$ cat src/periph_pkg.sv
package periph_pkg;

    //////////////////////////////
    // Bus types
    //////////////////////////////

    // Master side of the APB port
    typedef struct packed {
        logic       psel;     // Slave selected
        logic       penable;  // Access phase
        logic       pwrite;   // Write when high
        logic [7:0] paddr;    // Byte offset into the map
        logic [31:0] pwdata;  // Write data
    } apb_req_t;

    // Slave side of the APB port
    typedef struct packed {
        logic [31:0] prdata;  // Valid in the completing cycle
        logic        pready;  // Low inserts a wait state
        logic        pslverr; // Unmapped offset
    } apb_rsp_t;

    // One transmit character
    typedef logic [7:0] tx_byte_t;

    // Pending interrupt flags
    // Timer sits in bit 0, button in bit 1
    typedef struct packed {
        logic button;
        logic timer;
    } irq_vec_t;

    //////////////////////////////
    // Register map
    //////////////////////////////

    localparam logic [7:0] ADDR_TX_DATA = 8'h00; // Write pushes low byte
    localparam logic [7:0] ADDR_GPIO    = 8'h04; // Output byte
    localparam logic [7:0] ADDR_TIMER   = 8'h08; // Counter, read only
    localparam logic [7:0] ADDR_IRQ     = 8'h0C; // Flags, write one to clear
    localparam logic [7:0] ADDR_STATUS  = 8'h10; // FIFO empty and full

    //////////////////////////////
    // Sizes and timing
    //////////////////////////////

    // Transmit buffer
    localparam int unsigned FIFO_DEPTH = 8;
    localparam int unsigned FIFO_PTR_W = 3;   // log2 of depth

    // Serial line
    localparam int unsigned CLKS_PER_BIT = 8;

    // Button must hold this long after sync
    localparam int unsigned DEBOUNCE_CYCLES = 16;

    // Timer interrupt count
    localparam int unsigned TIMER_LIMIT = 500;

endpackage

$ cat src/button_sync.sv
`timescale 1ns/100ps

module button_sync (
    input  logic clk,
    input  logic reset,
    input  logic button_i,
    output logic press_o
);

    import periph_pkg::*;

    logic                                 sync1_q;   // Metastability stage
    logic                                 sync2_q;
    logic                                 level_q;   // Accepted level
    logic                                 level_d_q; // For edge detect
    logic [$clog2(DEBOUNCE_CYCLES)-1:0]   stable_cnt;

    always_ff @(posedge clk) begin
        if (reset) begin
            sync1_q    <= 1'b0;
            sync2_q    <= 1'b0;
            level_q    <= 1'b0;
            level_d_q  <= 1'b0;
            stable_cnt <= '0;
        end else begin
            sync1_q   <= button_i;
            sync2_q   <= sync1_q;
            level_d_q <= level_q;
            if (sync2_q == level_q) begin
                stable_cnt <= '0;                 // Bounce restarts the wait
            end else if (stable_cnt == ($clog2(DEBOUNCE_CYCLES))'(DEBOUNCE_CYCLES - 1)) begin
                level_q    <= sync2_q;            // Held long enough
                stable_cnt <= '0;
            end else begin
                stable_cnt <= stable_cnt + 1'b1;
            end
        end
    end

    // One cycle on rising accepted level
    assign press_o = level_q & ~level_d_q;

endmodule

$ cat src/periph_regs.sv
`timescale 1ns/100ps

module periph_regs (
    input  logic                  clk,
    input  logic                  reset,
    input  periph_pkg::apb_req_t  apb_req_i,
    output periph_pkg::apb_rsp_t  apb_rsp_o,
    input  logic                  press_i,
    input  logic                  fifo_full_i,
    input  logic                  fifo_empty_i,
    output logic                  push_o,
    output periph_pkg::tx_byte_t  push_data_o,
    output logic [7:0]            gpio_o,
    output periph_pkg::irq_vec_t  irq_o
);

    import periph_pkg::*;

    logic        access;      // Setup done, in access phase
    logic        tx_stall;    // TX write against a full FIFO
    logic        complete;    // Transfer ends at this edge
    logic        wr_done;     // Completing write
    logic        addr_ok;     // Offset is mapped
    logic [31:0] rd_word;
    logic [7:0]  gpio_q;
    logic [31:0] timer_q;
    logic        timer_hit;
    logic        timer_clr;
    logic        button_clr;
    irq_vec_t    irq_q;

    //////////////////////////////
    // APB handshake
    //////////////////////////////

    assign access   = apb_req_i.psel & apb_req_i.penable;
    assign tx_stall = access & apb_req_i.pwrite & fifo_full_i
                    & (apb_req_i.paddr == ADDR_TX_DATA);
    assign complete = access & ~tx_stall;
    assign wr_done  = complete & apb_req_i.pwrite;

    // Address decode and read mux
    always_comb begin
        addr_ok = 1'b1;
        rd_word = '0;
        case (apb_req_i.paddr)
            ADDR_TX_DATA: rd_word = '0;                        // Write only
            ADDR_GPIO:    rd_word = {24'd0, gpio_q};
            ADDR_TIMER:   rd_word = timer_q;
            ADDR_IRQ:     rd_word = {30'd0, irq_q};
            ADDR_STATUS:  rd_word = {30'd0, fifo_full_i, fifo_empty_i};
            default: begin
                addr_ok = 1'b0;                                 // Unmapped
                rd_word = '0;
            end
        endcase
    end

    assign apb_rsp_o.prdata  = rd_word;
    assign apb_rsp_o.pready  = ~tx_stall;                       // Wait while full
    assign apb_rsp_o.pslverr = complete & ~addr_ok;

    //////////////////////////////
    // TX push
    //////////////////////////////

    // FIFO captures on the completing edge
    assign push_o      = wr_done & (apb_req_i.paddr == ADDR_TX_DATA);
    assign push_data_o = apb_req_i.pwdata[7:0];

    //////////////////////////////
    // GPIO
    //////////////////////////////

    always_ff @(posedge clk) begin
        if (reset) begin
            gpio_q <= '0;
        end else if (wr_done && apb_req_i.paddr == ADDR_GPIO) begin
            gpio_q <= apb_req_i.pwdata[7:0];
        end
    end

    assign gpio_o = gpio_q;

    //////////////////////////////
    // Timer and interrupts
    //////////////////////////////

    // Write one to clear
    assign timer_clr  = wr_done & (apb_req_i.paddr == ADDR_IRQ) & apb_req_i.pwdata[0];
    assign button_clr = wr_done & (apb_req_i.paddr == ADDR_IRQ) & apb_req_i.pwdata[1];

    assign timer_hit = (timer_q == 32'(TIMER_LIMIT));

    always_ff @(posedge clk) begin
        if (reset) begin
            timer_q <= '0;
        end else if (timer_clr) begin
            timer_q <= '0;                      // Restart with the flag
        end else begin
            timer_q <= timer_q + 32'd1;         // Free running
        end
    end

    always_ff @(posedge clk) begin
        if (reset) begin
            irq_q <= '0;
        end else begin
            if (timer_clr) irq_q.timer <= 1'b0;
            if (timer_hit) irq_q.timer <= 1'b1;   // Set beats clear
            if (button_clr) irq_q.button <= 1'b0;
            if (press_i) irq_q.button <= 1'b1;
        end
    end

    assign irq_o = irq_q;

endmodule

$ cat src/periph_top.sv
`timescale 1ns/100ps

module periph_top (
    input  logic                 clk,
    input  logic                 reset,
    input  periph_pkg::apb_req_t apb_req_i,
    output periph_pkg::apb_rsp_t apb_rsp_o,
    input  logic                 button_i,
    output logic [7:0]           gpio_o,
    output logic                 tx_o,
    output periph_pkg::irq_vec_t irq_o
);

    import periph_pkg::*;

    logic     press;        // Debounced button edge
    logic     push;
    tx_byte_t push_data;
    logic     pop;
    tx_byte_t pop_data;
    logic     fifo_full;
    logic     fifo_empty;

    //////////////////////////////
    // Producer
    //////////////////////////////

    periph_regs regs_i (
        .clk          (clk),
        .reset        (reset),
        .apb_req_i    (apb_req_i),
        .apb_rsp_o    (apb_rsp_o),
        .press_i      (press),
        .fifo_full_i  (fifo_full),
        .fifo_empty_i (fifo_empty),
        .push_o       (push),
        .push_data_o  (push_data),
        .gpio_o       (gpio_o),
        .irq_o        (irq_o)
    );

    // Buffer
    tx_fifo fifo_i (
        .clk         (clk),
        .reset       (reset),
        .push_i      (push),
        .push_data_i (push_data),
        .pop_i       (pop),
        .pop_data_o  (pop_data),
        .full_o      (fifo_full),
        .empty_o     (fifo_empty)
    );

    // Consumer
    uart_tx uart_i (
        .clk     (clk),
        .reset   (reset),
        .empty_i (fifo_empty),
        .data_i  (pop_data),
        .pop_o   (pop),
        .tx_o    (tx_o)
    );

    button_sync button_i_sync (
        .clk      (clk),
        .reset    (reset),
        .button_i (button_i),
        .press_o  (press)
    );

endmodule

$ cat src/tx_fifo.sv
`timescale 1ns/100ps

module tx_fifo (
    input  logic                 clk,
    input  logic                 reset,
    input  logic                 push_i,
    input  periph_pkg::tx_byte_t push_data_i,
    input  logic                 pop_i,
    output periph_pkg::tx_byte_t pop_data_o,
    output logic                 full_o,
    output logic                 empty_o
);

    import periph_pkg::*;

    tx_byte_t              mem [FIFO_DEPTH];    // Storage, no reset
    logic [FIFO_PTR_W-1:0] wr_ptr;
    logic [FIFO_PTR_W-1:0] rd_ptr;
    logic [FIFO_PTR_W:0]   count;               // One extra bit for full

    //////////////////////////////
    // Storage
    //////////////////////////////

    always_ff @(posedge clk) begin
        if (push_i) begin
            mem[wr_ptr] <= push_data_i;
        end
    end

    assign pop_data_o = mem[rd_ptr];            // Head, valid when not empty

    //////////////////////////////
    // Pointers and occupancy
    //////////////////////////////

    // Pointers wrap naturally at power of two depth
    always_ff @(posedge clk) begin
        if (reset) begin
            wr_ptr <= '0;
            rd_ptr <= '0;
            count  <= '0;
        end else begin
            if (push_i) wr_ptr <= wr_ptr + 1'b1;
            if (pop_i) rd_ptr <= rd_ptr + 1'b1;
            case ({push_i, pop_i})
                2'b10:   count <= count + 1'b1;
                2'b01:   count <= count - 1'b1;
                default: count <= count;        // Both or neither
            endcase
        end
    end

    assign empty_o = (count == '0);
    assign full_o  = (count == (FIFO_PTR_W + 1)'(FIFO_DEPTH));

endmodule

$ cat src/uart_tx.sv
`timescale 1ns/100ps

module uart_tx (
    input  logic                 clk,
    input  logic                 reset,
    input  logic                 empty_i,
    input  periph_pkg::tx_byte_t data_i,
    output logic                 pop_o,
    output logic                 tx_o
);

    import periph_pkg::*;

    typedef enum logic [1:0] {
        S_IDLE,
        S_START,
        S_DATA,
        S_STOP
    } state_t;

    state_t                            state;
    logic [$clog2(CLKS_PER_BIT)-1:0]   baud_cnt;   // Cycle within a bit
    logic                              baud_last;
    logic [2:0]                        bit_idx;    // Data bit number
    tx_byte_t                          shift_q;
    logic                              frame_end;

    assign baud_last = (baud_cnt == ($clog2(CLKS_PER_BIT))'(CLKS_PER_BIT - 1));
    assign frame_end = (state == S_STOP) & baud_last;

    // Pop when idle or in the last stop cycle
    assign pop_o = ~empty_i & ((state == S_IDLE) | frame_end);

    //////////////////////////////
    // Frame sequencer
    //////////////////////////////

    always_ff @(posedge clk) begin
        if (reset) begin
            state    <= S_IDLE;
            baud_cnt <= '0;
            bit_idx  <= '0;
        end else if (pop_o) begin
            state    <= S_START;                  // Back to back frames
            baud_cnt <= '0;
            bit_idx  <= '0;
        end else if (state != S_IDLE) begin
            baud_cnt <= baud_last ? '0 : baud_cnt + 1'b1;
            if (baud_last) begin
                case (state)
                    S_START: state <= S_DATA;
                    S_DATA: begin
                        bit_idx <= bit_idx + 1'b1;
                        if (bit_idx == 3'd7) state <= S_STOP;
                    end
                    default: state <= S_IDLE;     // Stop bit done, FIFO empty
                endcase
            end
        end
    end

    // Shift register, LSB first
    always_ff @(posedge clk) begin
        if (pop_o) begin
            shift_q <= data_i;
        end else if (state == S_DATA && baud_last) begin
            shift_q <= {1'b0, shift_q[7:1]};
        end
    end

    // Line level from state
    assign tx_o = (state == S_START) ? 1'b0 :
                  (state == S_DATA)  ? shift_q[0] : 1'b1;

endmodule
$ cat config.mk
export PLATFORM = sky130hd
export DESIGN_NAME = periph_top
export DESIGN_NICKNAME = d
export VERILOG_FILES = /design/src/periph_pkg.sv /design/src/button_sync.sv /design/src/periph_regs.sv /design/src/periph_top.sv /design/src/tx_fifo.sv /design/src/uart_tx.sv
export SDC_FILE = /design/constraint.sdc
export NUM_CORES = 1
export LEC_CHECK = 0
export BUFFER_PORTS_ARGS = -buffer_cell sky130_fd_sc_hd__buf_4
export CORE_UTILIZATION = 57
export DETAILED_ROUTE_END_ITERATION = 7
export PLACE_DENSITY_LB_ADDON = 0.12
export SYNTH_ARGS = -nofsm -noshare
export SYNTH_HDL_FRONTEND = slang
export SYNTH_SLANG_ARGS = --single-unit
export TNS_END_PERCENT = 20
$ cat constraint.sdc
create_clock -name clk -period 3.5 [get_ports clk]
set_clock_uncertainty 0.05 [all_clocks]
set_input_delay 0.175 -clock clk [delete_from_list [all_inputs] [get_ports clk]]
set_output_delay 0.175 -clock clk [all_outputs]
set_load 0.01 [all_outputs]
==> results of run 1 <==
==> cell type report <==
cell class	count	area [um2]
Tap cell	140	175
Timing Repair Buffer	91	708
Clock inverter	14	129
Clock buffer	18	428
Inverter	12	45.0
Fill cell	805	3130
Sequential cell	143	3580
Multi-Input combinational cell	363	2640
==> cells by family after synthesis <==
kind of cell,Yosys count,synth area share [%]
and+or+nand+nor,206,17.8
muxes,42,9.77
buffers and inverters,38,2.38
adders and majority gates,17,3.34
AOI/OAI and AO/OA,76,7.35
xor gates and xnor gates,22,3.03
DFF,143,56.3
==> worst paths after layout <==
| kind | slack, ns | cells past startpoint | end |
|---|---|---|---|
| max | 0.80 | 11 | fifo_i.count[2] |
| min | 0.17 | 5 | fifo_i.wr_ptr[0] |
| max reg2reg | 0.80 | 11 | fifo_i.count[2] |
| min reg2reg | 0.41 | 1 | button_i_sync.stable_cnt[0] |
==> cell usage after synthesis, types with 3 or more instances <==
cell type | number | area share, %
xor2_1 | 11 | 1.5
nor2b_1 | 9 | 0.88
nand3_1 | 14 | 1.1
mux4_2 | 16 | 5.7
inv_1 | 12 | 0.71
dfxtp_1 | 71 | 22
or4_1 | 15 | 1.8
nor4_1 | 8 | 0.79
nor3_1 | 20 | 1.6
a21oi_1 | 33 | 2.6
or3_1 | 6 | 0.59
nor4b_1 | 4 | 0.55
a22o_1 | 6 | 0.83
buf_2 | 7 | 0.55
o31ai_1 | 14 | 1.7
o21ai_0 | 9 | 0.71
nand2_1 | 20 | 1.2
edfxtp_1 | 72 | 34
a22oi_1 | 3 | 0.35
ha_1 | 17 | 3.3
and4_1 | 6 | 0.83
o22ai_1 | 3 | 0.29
mux2i_1 | 25 | 3.9
nor3b_1 | 3 | 0.35
or2_2 | 3 | 0.29
nand4_1 | 9 | 0.88
clkbuf_1 | 18 | 1.1
xnor2_1 | 11 | 1.5
nor2_1 | 54 | 3.2
and2_1 | 24 | 2.4
==> critical path, delay by kind of cell, from the launching register on <==
kind,cells,cell delay (ns)
fa+ha+maj,3,0.76
compound gates,3,0.62
simple gates,2,0.43
flops,1,0.39
xor+xnor,2,0.27
buf+inv,1,0.10
==> placed cells by master, fill, tap and decap left out, types with 10 or more instances in the layout <==
cell           netlist  routed
buf_4                0      81
edfxtp_1            72      72
dfxtp_1             71      71
nor2_1              54      54
a21oi_1             33      33
mux2i_1             25      25
and2_1              24      24
nor3_1              20      20
nand2_1             20      20
ha_1                17      17
mux4_2              16      16
clkbuf_16            0      16
or4_1               15      15
nand3_1             14      14
o31ai_1             14      14
inv_1               12      12
xor2_1              11      11
xnor2_1             11      11
dlygate4sd3_1        0      10
==> sequential cells by signal, indices dropped and copies added (netlist names), 4 cells and up, named ones only <==
name and count:
fifo_i.mem 64, regs_i.timer_q 32, regs_i.gpio_o 8, uart_i.shift_q 8
button_i_sync.stable_cnt 4, fifo_i.count 4
==> where the power goes <==
group          switching, W  total, W  internal (W)
registers         0.0000111   0.00178       0.00177
clock network      0.000718   0.00169      0.000970
logic             0.0000715  0.000129     0.0000572
==> metal layers <==
layer,routed length (um),up-vias,share of wire (%)
met1,5840,2185,41
li1,-,2206,-
met4,274,0,1.9
met3,740,29,5.2
met2,7280,151,52
met5,0,-,0
==> stage by stage <==
step / instances / hold WS [ns] / instance area (um2)
floorplan: 544 / 0.224 / 6360
global placement: 739 / 0.342 / 7050
detailed placement: 739 / 0.346 / 7050
CTS: 781 / 0.152 / 7710
global route: 781 / 0.193 / 7710
finish: 781 / 0.168 / 7710
==> results.json, run 1 <==
{
  "place_congestion": 0.831,
  "use_met2_pct": 44.8,
  "num_antenna_cells": 0,
  "power_density_nw_per_um2": 466,
  "cts_sinks": 143,
  "wire_per_inst_um": 18.1,
  "critPathArrivalTime_ns": 3.10,
  "critPathSlowestCell": "dfxtp_1",
  "clk_root_buffer_cell": "clkbuf_8",
  "fin_nets": 691,
  "vias_per_cell": 5.85,
  "initial_utilization_pct": 58.7,
  "busiest_layer": "met2",
  "synth-main-ff-cell": "edfxtp_1",
  "fin_tns_setup_ns": 0,
  "synth_edf_count": 72,
  "cap_violations": 0,
  "drive_above_1_share_pct": 21.4,
  "irDropWorstVdd_mv": 0.337,
  "period_minus_slack_ns": 2.70,
  "fp.dieH_um": 108,
  "syn_nets": 607,
  "cts_made_buffers": 17,
  "hold_violations": 0,
  "antenna_left": 0,
  "antenna_found_initial": 0,
  "yosys_warnings": 0,
  "yosysUniqueCellTypes": 45,
  "post-route-drc-count": 0,
  "post-place-ws_ns": 0.544,
  "grt_pass1_vias": 4512,
  "max_freq_ghz": 0.370,
  "grt_overflow": 0,
  "grtUsageMet3_pct": 5.75,
  "p_leak_nw": 2.73,
  "fp-row-count": 38,
  "worstHoldStart": "apb_req_i[40]",
  "total_power_w": 0.00359,
  "path_clk_slew_ns": 0.06,
  "syn_area_per_cell_um2": 11.7,
  "critPathCaptureType": "flop",
  "vias": 4571,
  "postCtsSetupRepairBufs": 0,
  "io_buffers": 66,
  "status": "finished, final reports clean",
  "path_class": "flop to flop",
  "slew_headroom_pct": 44.7,
  "setup_violations": 0,
  "ios": 91,
  "cts_tree": "done",
  "cp_cell_sequence": "inv_1 -> ha_1 -> a21oi_1 -> nor2_1 -> ha_1 -> xor2_1 -> ha_1 -> a21oi_1 -> xor2_1 -> or3_1 -> a21oi_1",
  "synthArstFlopShare_pct": 0,
  "clkLatencyLatePin_ns": 0.52,
  "worstPathRequired_ns": 3.90,
  "dp_hpwl_um": 9250,
  "crit_fanout": 8,
  "die_width_um": 108,
  "met1_usage_pct": 33.7,
  "syn_area_um2": 6360,
  "dieArea_um2": 11600,
  "yosys_register_bits": 143,
  "grt_pass1_wl_um": 23000,
  "slew_violations": 0,
  "grt_max_degree": 37,
  "holdBufCountCts": 10,
  "post_cts_resized": 0,
  "yosysSeqAreaShare_pct": 56.3,
  "rr_startpoint": "uart_i.state[0]",
  "start_kind": "flop",
  "worst_slack_ns": 0.801,
  "rsz0062_at_grt": "no",
  "max_stage_delay_ns": 0.39,
  "syn_to_final_growth_pct": 21.1,
  "track_usage_pct": 26.7,
  "finalCritPeriodShare_pct": 77.1,
  "wl_um": 14100,
  "cts_buffer_depth": 2,
  "hold_class": "input port to flop",
  "crit_start": "uart_i.state[0]",
  "first_iter_violations": 258,
  "postSynthCellCount": 544,
  "worstMarginPinSlew_ns": 0.828,
  "drtPass1Iterations": 5,
  "core_um2": 10800,
  "htree_num_levels": 4,
  "final_core_util_pct": 71.1
}
Power figures use the tool's default switching activity.
==> run 2, diff against run 1 <==
--- a/config.mk
+++ b/config.mk
@@ -5,8 +5,9 @@
 export SDC_FILE = /design/constraint.sdc
 export NUM_CORES = 1
 export LEC_CHECK = 0
+export ABC_AREA = 1
 export BUFFER_PORTS_ARGS = -buffer_cell sky130_fd_sc_hd__buf_4
-export CORE_UTILIZATION = 57
+export CORE_UTILIZATION = 52
 export DETAILED_ROUTE_END_ITERATION = 7
 export PLACE_DENSITY_LB_ADDON = 0.12
 export SYNTH_ARGS = -nofsm -noshare
==> constraint.sdc (replaced) <==
create_clock -name clk -period 2.45 [get_ports clk]
set_clock_uncertainty 0.05 [all_clocks]
set_input_delay 0.1225 -clock clk [delete_from_list [all_inputs] [get_ports clk]]
set_output_delay 0.1225 -clock clk [all_outputs]
set_load 0.01 [all_outputs]
==> results.json, run 2 <==
{
  "synth_edf_count": 72,
  "total_power_w": 0.00713,
  "finalCritPeriodShare_pct": 90.6,
  "hold_violations": 0,
  "ff2ff_path_depth": 15,
  "yosys_warnings": 0,
  "worstPathRequired_ns": 2.72,
  "r2r-end": "fifo_i.count[2]",
  "reg.largest.list": "fifo_i.mem: 64 flops, regs_i.timer_q: 32 flops",
  "rsz0062_at_grt": "no",
  "yosysSeqAreaShare_pct": 52.4,
  "rr_startpoint": "uart_i.state[1]",
  "power_density_nw_per_um2": 858,
  "syn_area_um2": 6840,
  "num_antenna_cells": 0,
  "synthArstFlopShare_pct": 0,
  "drive_above_1_share_pct": 16.5,
  "crit_start": "uart_i.state[1]",
  "critPathSlowestCell": "dfxtp_1",
  "synth_area_leaders": "edfxtp_1, dfxtp_1, nand2_1",
  "initial_utilization_pct": 53.7,
  "critPathCaptureType": "flop",
  "grt_pass1_vias": 5419,
  "dp_hpwl_um": 12200,
  "setup_violations": 0,
  "endpoint": "fifo_i.count[2]",
  "crit_cells": 15,
  "p_leak_nw": 3.17,
  "max_stage_delay_ns": 0.40,
  "critPathArrivalTime_ns": 2.49,
  "cts_tree": "done",
  "start_kind": "flop",
  "cts_made_buffers": 17,
  "syn_area_per_cell_um2": 8.24,
  "io_buffers": 66,
  "track_usage_pct": 26.5,
  "worstHoldStart": "apb_req_i[33]",
  "max_freq_ghz": 0.451,
  "antenna_found_initial": 0,
  "fp.dieH_um": 117,
  "period_minus_slack_ns": 2.22,
  "postSynthCellCount": 830,
  "syn_to_final_growth_pct": 21.6,
  "cap_violations": 0,
  "grt_max_degree": 33,
  "wire_per_inst_um": 15.1,
  "rrSetupSlack_ns": 0.23,
  "cp_cell_sequence": "inv_1 -> ha_2 -> inv_1 -> nand2_1 -> nand2_2 -> inv_2 -> ha_1 -> nand2_1 -> inv_1 -> nor2_2 -> ha_1 -> a21oi_1 -> xnor2_1 -> o21ai_0 -> inv_1",
  "drtPass1Iterations": 5,
  "post-route-drc-count": 0,
  "core_um2": 12700,
  "mostFrequentLayoutCells": "nand2_1, nor2_1, inv_1",
  "path_clk_slew_ns": 0.06,
  "grt_overflow": 0,
  "cts_sinks": 143,
  "synth-main-ff-cell": "edfxtp_1",
  "netlist.area_leader.share_pct": 31.6,
  "first_iter_violations": 395,
  "fill_cells": 1083,
  "crit_fanout": 6,
  "hold_class": "input port to flop",
  "syn_nets": 893,
  "top_register": "fifo_i.mem",
  "antenna_left": 0,
  "yosys_register_bits": 143,
  "place_congestion": 0.938,
  "yosysTopAreaCell": "edfxtp_1",
  "grt_pass1_wl_um": 26600,
  "yosysUniqueCellTypes": 32,
  "slew_violations": 0,
  "path_class": "flop to flop",
  "largest_reg_flops": 64,
  "vias": 5767,
  "crit_family": "adder cells",
  "crit_top_cell": "inv_1",
  "status": "finished, final reports clean",
  "dieArea_um2": 13600,
  "synth_commonest_cells": "nand2_1, nor2_1, inv_1",
  "cts_buffer_depth": 2,
  "fin_nets": 984,
  "path_buf_inv": 5,
  "wl_um": 16700,
  "fin_tns_setup_ns": 0,
  "worstMarginPinSlew_ns": 0.469,
  "layout_commonest_cell": "nand2_1",
  "slew_headroom_pct": 68.7,
  "htree_num_levels": 4,
  "ios": 91,
  "clk_root_buffer_cell": "clkbuf_16",
  "irDropWorstVdd_mv": 0.498,
  "fp-row-count": 41,
  "synth.most_common_cell": "nand2_1",
  "clkLatencyLatePin_ns": 0.43,
  "vias_per_cell": 5.21,
  "die_width_um": 117
}
-- run 2: area by class of cell --
cell class | count | area (um2) | area share [%]
clock buffer | 21 | 450 | 5.42
sequential | 143 | 3580 | 43.1
inverter | 95 | 357 | 4.29
clock inverter | 11 | 188 | 2.26
timing repair buffer | 93 | 726 | 8.73
tap | 172 | 215 | 2.59
multi-input combinational | 571 | 2790 | 33.6
-- run 2: metrics by stage --
step | std cells | utilization, % | cell area (um2) | hold slack [ns] | setup WS (ns)
2_1_floorplan | 830 | - | 6840 | 0.171 | 0.0274
3_3_place_gp | 1063 | 59.4 | 7560 | 0.287 | 0.271
3_5_place_dp | 1063 | 59.4 | 7560 | 0.287 | 0.166
4_1_cts | 1106 | 65.3 | 8310 | 0.151 | 0.153
5_1_grt | 1106 | 65.3 | 8310 | 0.197 | 0.00887
6_report | 1106 | 65.3 | 8310 | 0.157 | 0.231
-- run 2: worst min-delay path by stage --
| stage | to | slack, ns | depth (start not counted) |
|---|---|---|---|
| after floorplan | fifo_i.mem[0][0] | 0.17 | 0 |
| after global placement | button_i_sync.sync1_q | 0.29 | 3 |
| after detailed placement | button_i_sync.sync1_q | 0.29 | 3 |
| after CTS | regs_i.irq_o[1] | 0.15 | 7 |
| after global routing | fifo_i.wr_ptr[1] | 0.20 | 6 |
| final | regs_i.irq_o[1] | 0.16 | 7 |
-- run 2: power by group --
group	internal [W]	switching, W
Sequential	0.00273	0.000106
Clock	0.00183	0.000964
Combinational	0.000505	0.000997
Total	0.00507	0.00207
-- run 2: worst reg2reg max path, cell delays in order (launching register included) --
cell,delay [ns]
dfxtp_1,0.40
inv_1,0.09
ha_2,0.21
inv_1,0.12
nand2_1,0.08
nand2_2,0.08
inv_2,0.04
ha_1,0.21
nand2_1,0.11
inv_1,0.06
nor2_2,0.13
ha_1,0.17
a21oi_1,0.05
xnor2_1,0.14
o21ai_0,0.14
inv_1,0.06
-- run 2: kinds of logic (layout without fill, tap and decap cells) --
group	count (synthesis)	in the layout	synth area share, %
fa+ha+maj	17	17	3.11
compound gates	92	92	7.56
simple gates	444	444	27.8
xor+xnor	17	17	2.18
mux	1	1	0.165
flops	143	143	52.4
buf+inv	116	220	6.77
-- run 2: timing repair --
| item | 4_1_cts | 5_1_grt |
|---|---|---|
| buffers inserted | 0 | 0 |
| setup endpoints to repair | 0 | 1 |
| gates resized for setup | 0 | 2 |
| hold endpoints to repair | 77 | 0 |
| hold buffers | 11 | 0 |
-- run 2: routing by layer --
metal / GRT usage (%) / wire (um) / up-vias
li1: - / - / 2875
met5: 0 / 0 / -
met1: 33.2 / 7470 / 2691
met4: 12.6 / 417 / 0
met2: 44.1 / 7980 / 167
met3: 5.09 / 830 / 34
==> run 3, diff against run 2 <==
--- a/config.mk
+++ b/config.mk
@@ -7,7 +7,7 @@
 export LEC_CHECK = 0
 export ABC_AREA = 1
 export BUFFER_PORTS_ARGS = -buffer_cell sky130_fd_sc_hd__buf_4
-export CORE_UTILIZATION = 52
+export CORE_UTILIZATION = 58
 export DETAILED_ROUTE_END_ITERATION = 7
 export PLACE_DENSITY_LB_ADDON = 0.12
 export SYNTH_ARGS = -nofsm -noshare
==> constraint.sdc (replaced) <==
create_clock -name clk -period 2.4 [get_ports clk]
set_clock_uncertainty 0.05 [all_clocks]
set_input_delay 0.12 -clock clk [delete_from_list [all_inputs] [get_ports clk]]
set_output_delay 0.12 -clock clk [all_outputs]
set_load 0.01 [all_outputs]
==> results.json, run 3 (synthesized netlist as in run 2, its figures left out) <==
{
  "critPathArrivalTime_ns": 2.48,
  "initial_utilization_pct": 59.6,
  "placed_area_um2": 7530,
  "hold_class": "input port to flop",
  "worst_hold_slack_ns": 0.181,
  "fp.dieH_um": 111,
  "slew_violations": 0,
  "drive_above_1_share_pct": 16.8,
  "post-route-drc-count": 0,
  "max_freq_ghz": 0.451,
  "post-place-ws_ns": 0.0948,
  "htree_num_levels": 4,
  "antenna_found_initial": 0,
  "rsz0062_at_grt": "no",
  "crit_fanout": 6,
  "place_congestion": 0.962,
  "die_width_um": 111,
  "path_class": "flop to flop",
  "clkLatencyLatePin_ns": 0.42,
  "cts_sinks": 143,
  "first_iter_violations": 368,
  "irDropWorstVdd_mv": 0.850,
  "cap_violations": 0,
  "core_um2": 11500,
  "finalCritPeriodShare_pct": 92.4,
  "ios": 91,
  "postCtsSetupRepairBufs": 0,
  "wl_um": 16600,
  "grt_pass1_vias": 5763,
  "status": "finished, final reports clean",
  "top_register": "fifo_i.mem",
  "period_minus_slack_ns": 2.22,
  "clk_root_buffer_cell": "clkbuf_16",
  "mostFrequentLayoutCells": "nand2_1, nor2_1, inv_1",
  "grt_max_degree": 33,
  "reg.largest.list": "fifo_i.mem: 64 flops, regs_i.timer_q: 32 flops",
  "num_antenna_cells": 0,
  "start_kind": "flop",
  "drtPass1Iterations": 5,
  "grt_pass1_wl_um": 27300,
  "place_inst": 1034,
  "fill_cells": 908,
  "cts_buffer_depth": 2,
  "dp_hpwl_um": 12000,
  "fin_cells": 1077,
  "layout_commonest_cell": "nand2_1",
  "largest_reg_flops": 64,
  "worstMarginPinSlew_ns": 0.758,
  "worst_slack_ns": 0.183,
  "dieArea_um2": 12200,
  "setup_violations": 0,
  "hold_violations": 0,
  "fin_tns_setup_ns": 0,
  "p_leak_nw": 3.14,
  "cts_made_buffers": 17,
  "path_clk_slew_ns": 0.06,
  "track_usage_pct": 28.4,
  "io_buffers": 66,
  "syn_to_final_growth_pct": 20.2,
  "stdcell_area_um2": 8220,
  "vias": 5829,
  "critPathCaptureType": "flop",
  "fp-row-count": 39,
  "worstPathRequired_ns": 2.66,
  "vias_per_cell": 5.41,
  "cts_tree": "done",
  "wire_per_inst_um": 15.5,
  "antenna_left": 0,
  "slew_headroom_pct": 49.3,
  "fin_nets": 984,
  "power_density_nw_per_um2": 854,
  "grt_overflow": 0
}
[run 3: cell count changes in the layout (fill, tap and decap cells not counted), sizes merged]
cell / delta
bufinv: -3
clkinv: -3
clkbuf: +2
clkinvlp: +2
inv: +2
[run 3: layer usage]
| metal | track usage, % | wire [um] | vias up |
|---|---|---|---|
| met1 | 33.2 | 6800 | 2754 |
| met5 | 0 | 0 | - |
| met4 | 13.9 | 504 | 0 |
| li1 | - | - | 2880 |
| met2 | 50.5 | 8560 | 154 |
| met3 | 4.61 | 777 | 41 |
[run 3: cell type report]
class	instances	area [um2]	share of cell area, %
clock buffer	23	469	5.71
clock inverter	9	109	1.32
inverter	95	357	4.34
multi-input combinational	571	2790	34.0
sequential	143	3580	43.6
tap	143	179	2.18
timing repair buffer	93	726	8.83
[run 3: timing repair]
item,in CTS,in global routing
hold buffers,11,0
setup endpoints to repair,0,1
hold endpoints to repair,76,0
gates resized for setup,0,2
[run 3: critical path, cell delays in order, from the launching register on]
cell and delay, ns:
dfxtp_1 0.36, inv_1 0.10, ha_2 0.23, inv_1 0.11
nand2_1 0.08, nand2_2 0.07, inv_2 0.04, ha_1 0.21
nor2_1 0.15, nor2_2 0.07, ha_1 0.18, a21oi_1 0.16
xnor2_1 0.09, o21ai_0 0.14, inv_1 0.05
[run 3: path summary, 6_finish.rpt]
path         cells after the start                   from                     to  slack [ns]
max                             14        uart_i.state[0]        fifo_i.count[2]        0.18
min                              7          apb_req_i[32]        regs_i.irq_o[1]        0.18
max reg2reg                     14        uart_i.state[0]        fifo_i.count[2]        0.18
min reg2reg                      2  button_i_sync.sync1_q  button_i_sync.sync2_q        0.37
[run 3: per-stage QoR]
step	power, W	utilization, %
after floorplan	0.00400	-
after global placement	0.00439	65.6
after detailed placement	0.00447	65.6
after CTS	0.00705	71.6
after global routing	0.00735	71.7
final	0.00702	71.7
[run 3: where the power goes]
group,internal (W),leakage [nW],switching [W],total (W)
registers,0.00279,1.23,0.000111,0.00290
logic,0.000518,1.63,0.00104,0.00155
clock network,0.00159,0.278,0.000978,0.00257
total,0.00490,3.14,0.00212,0.00702
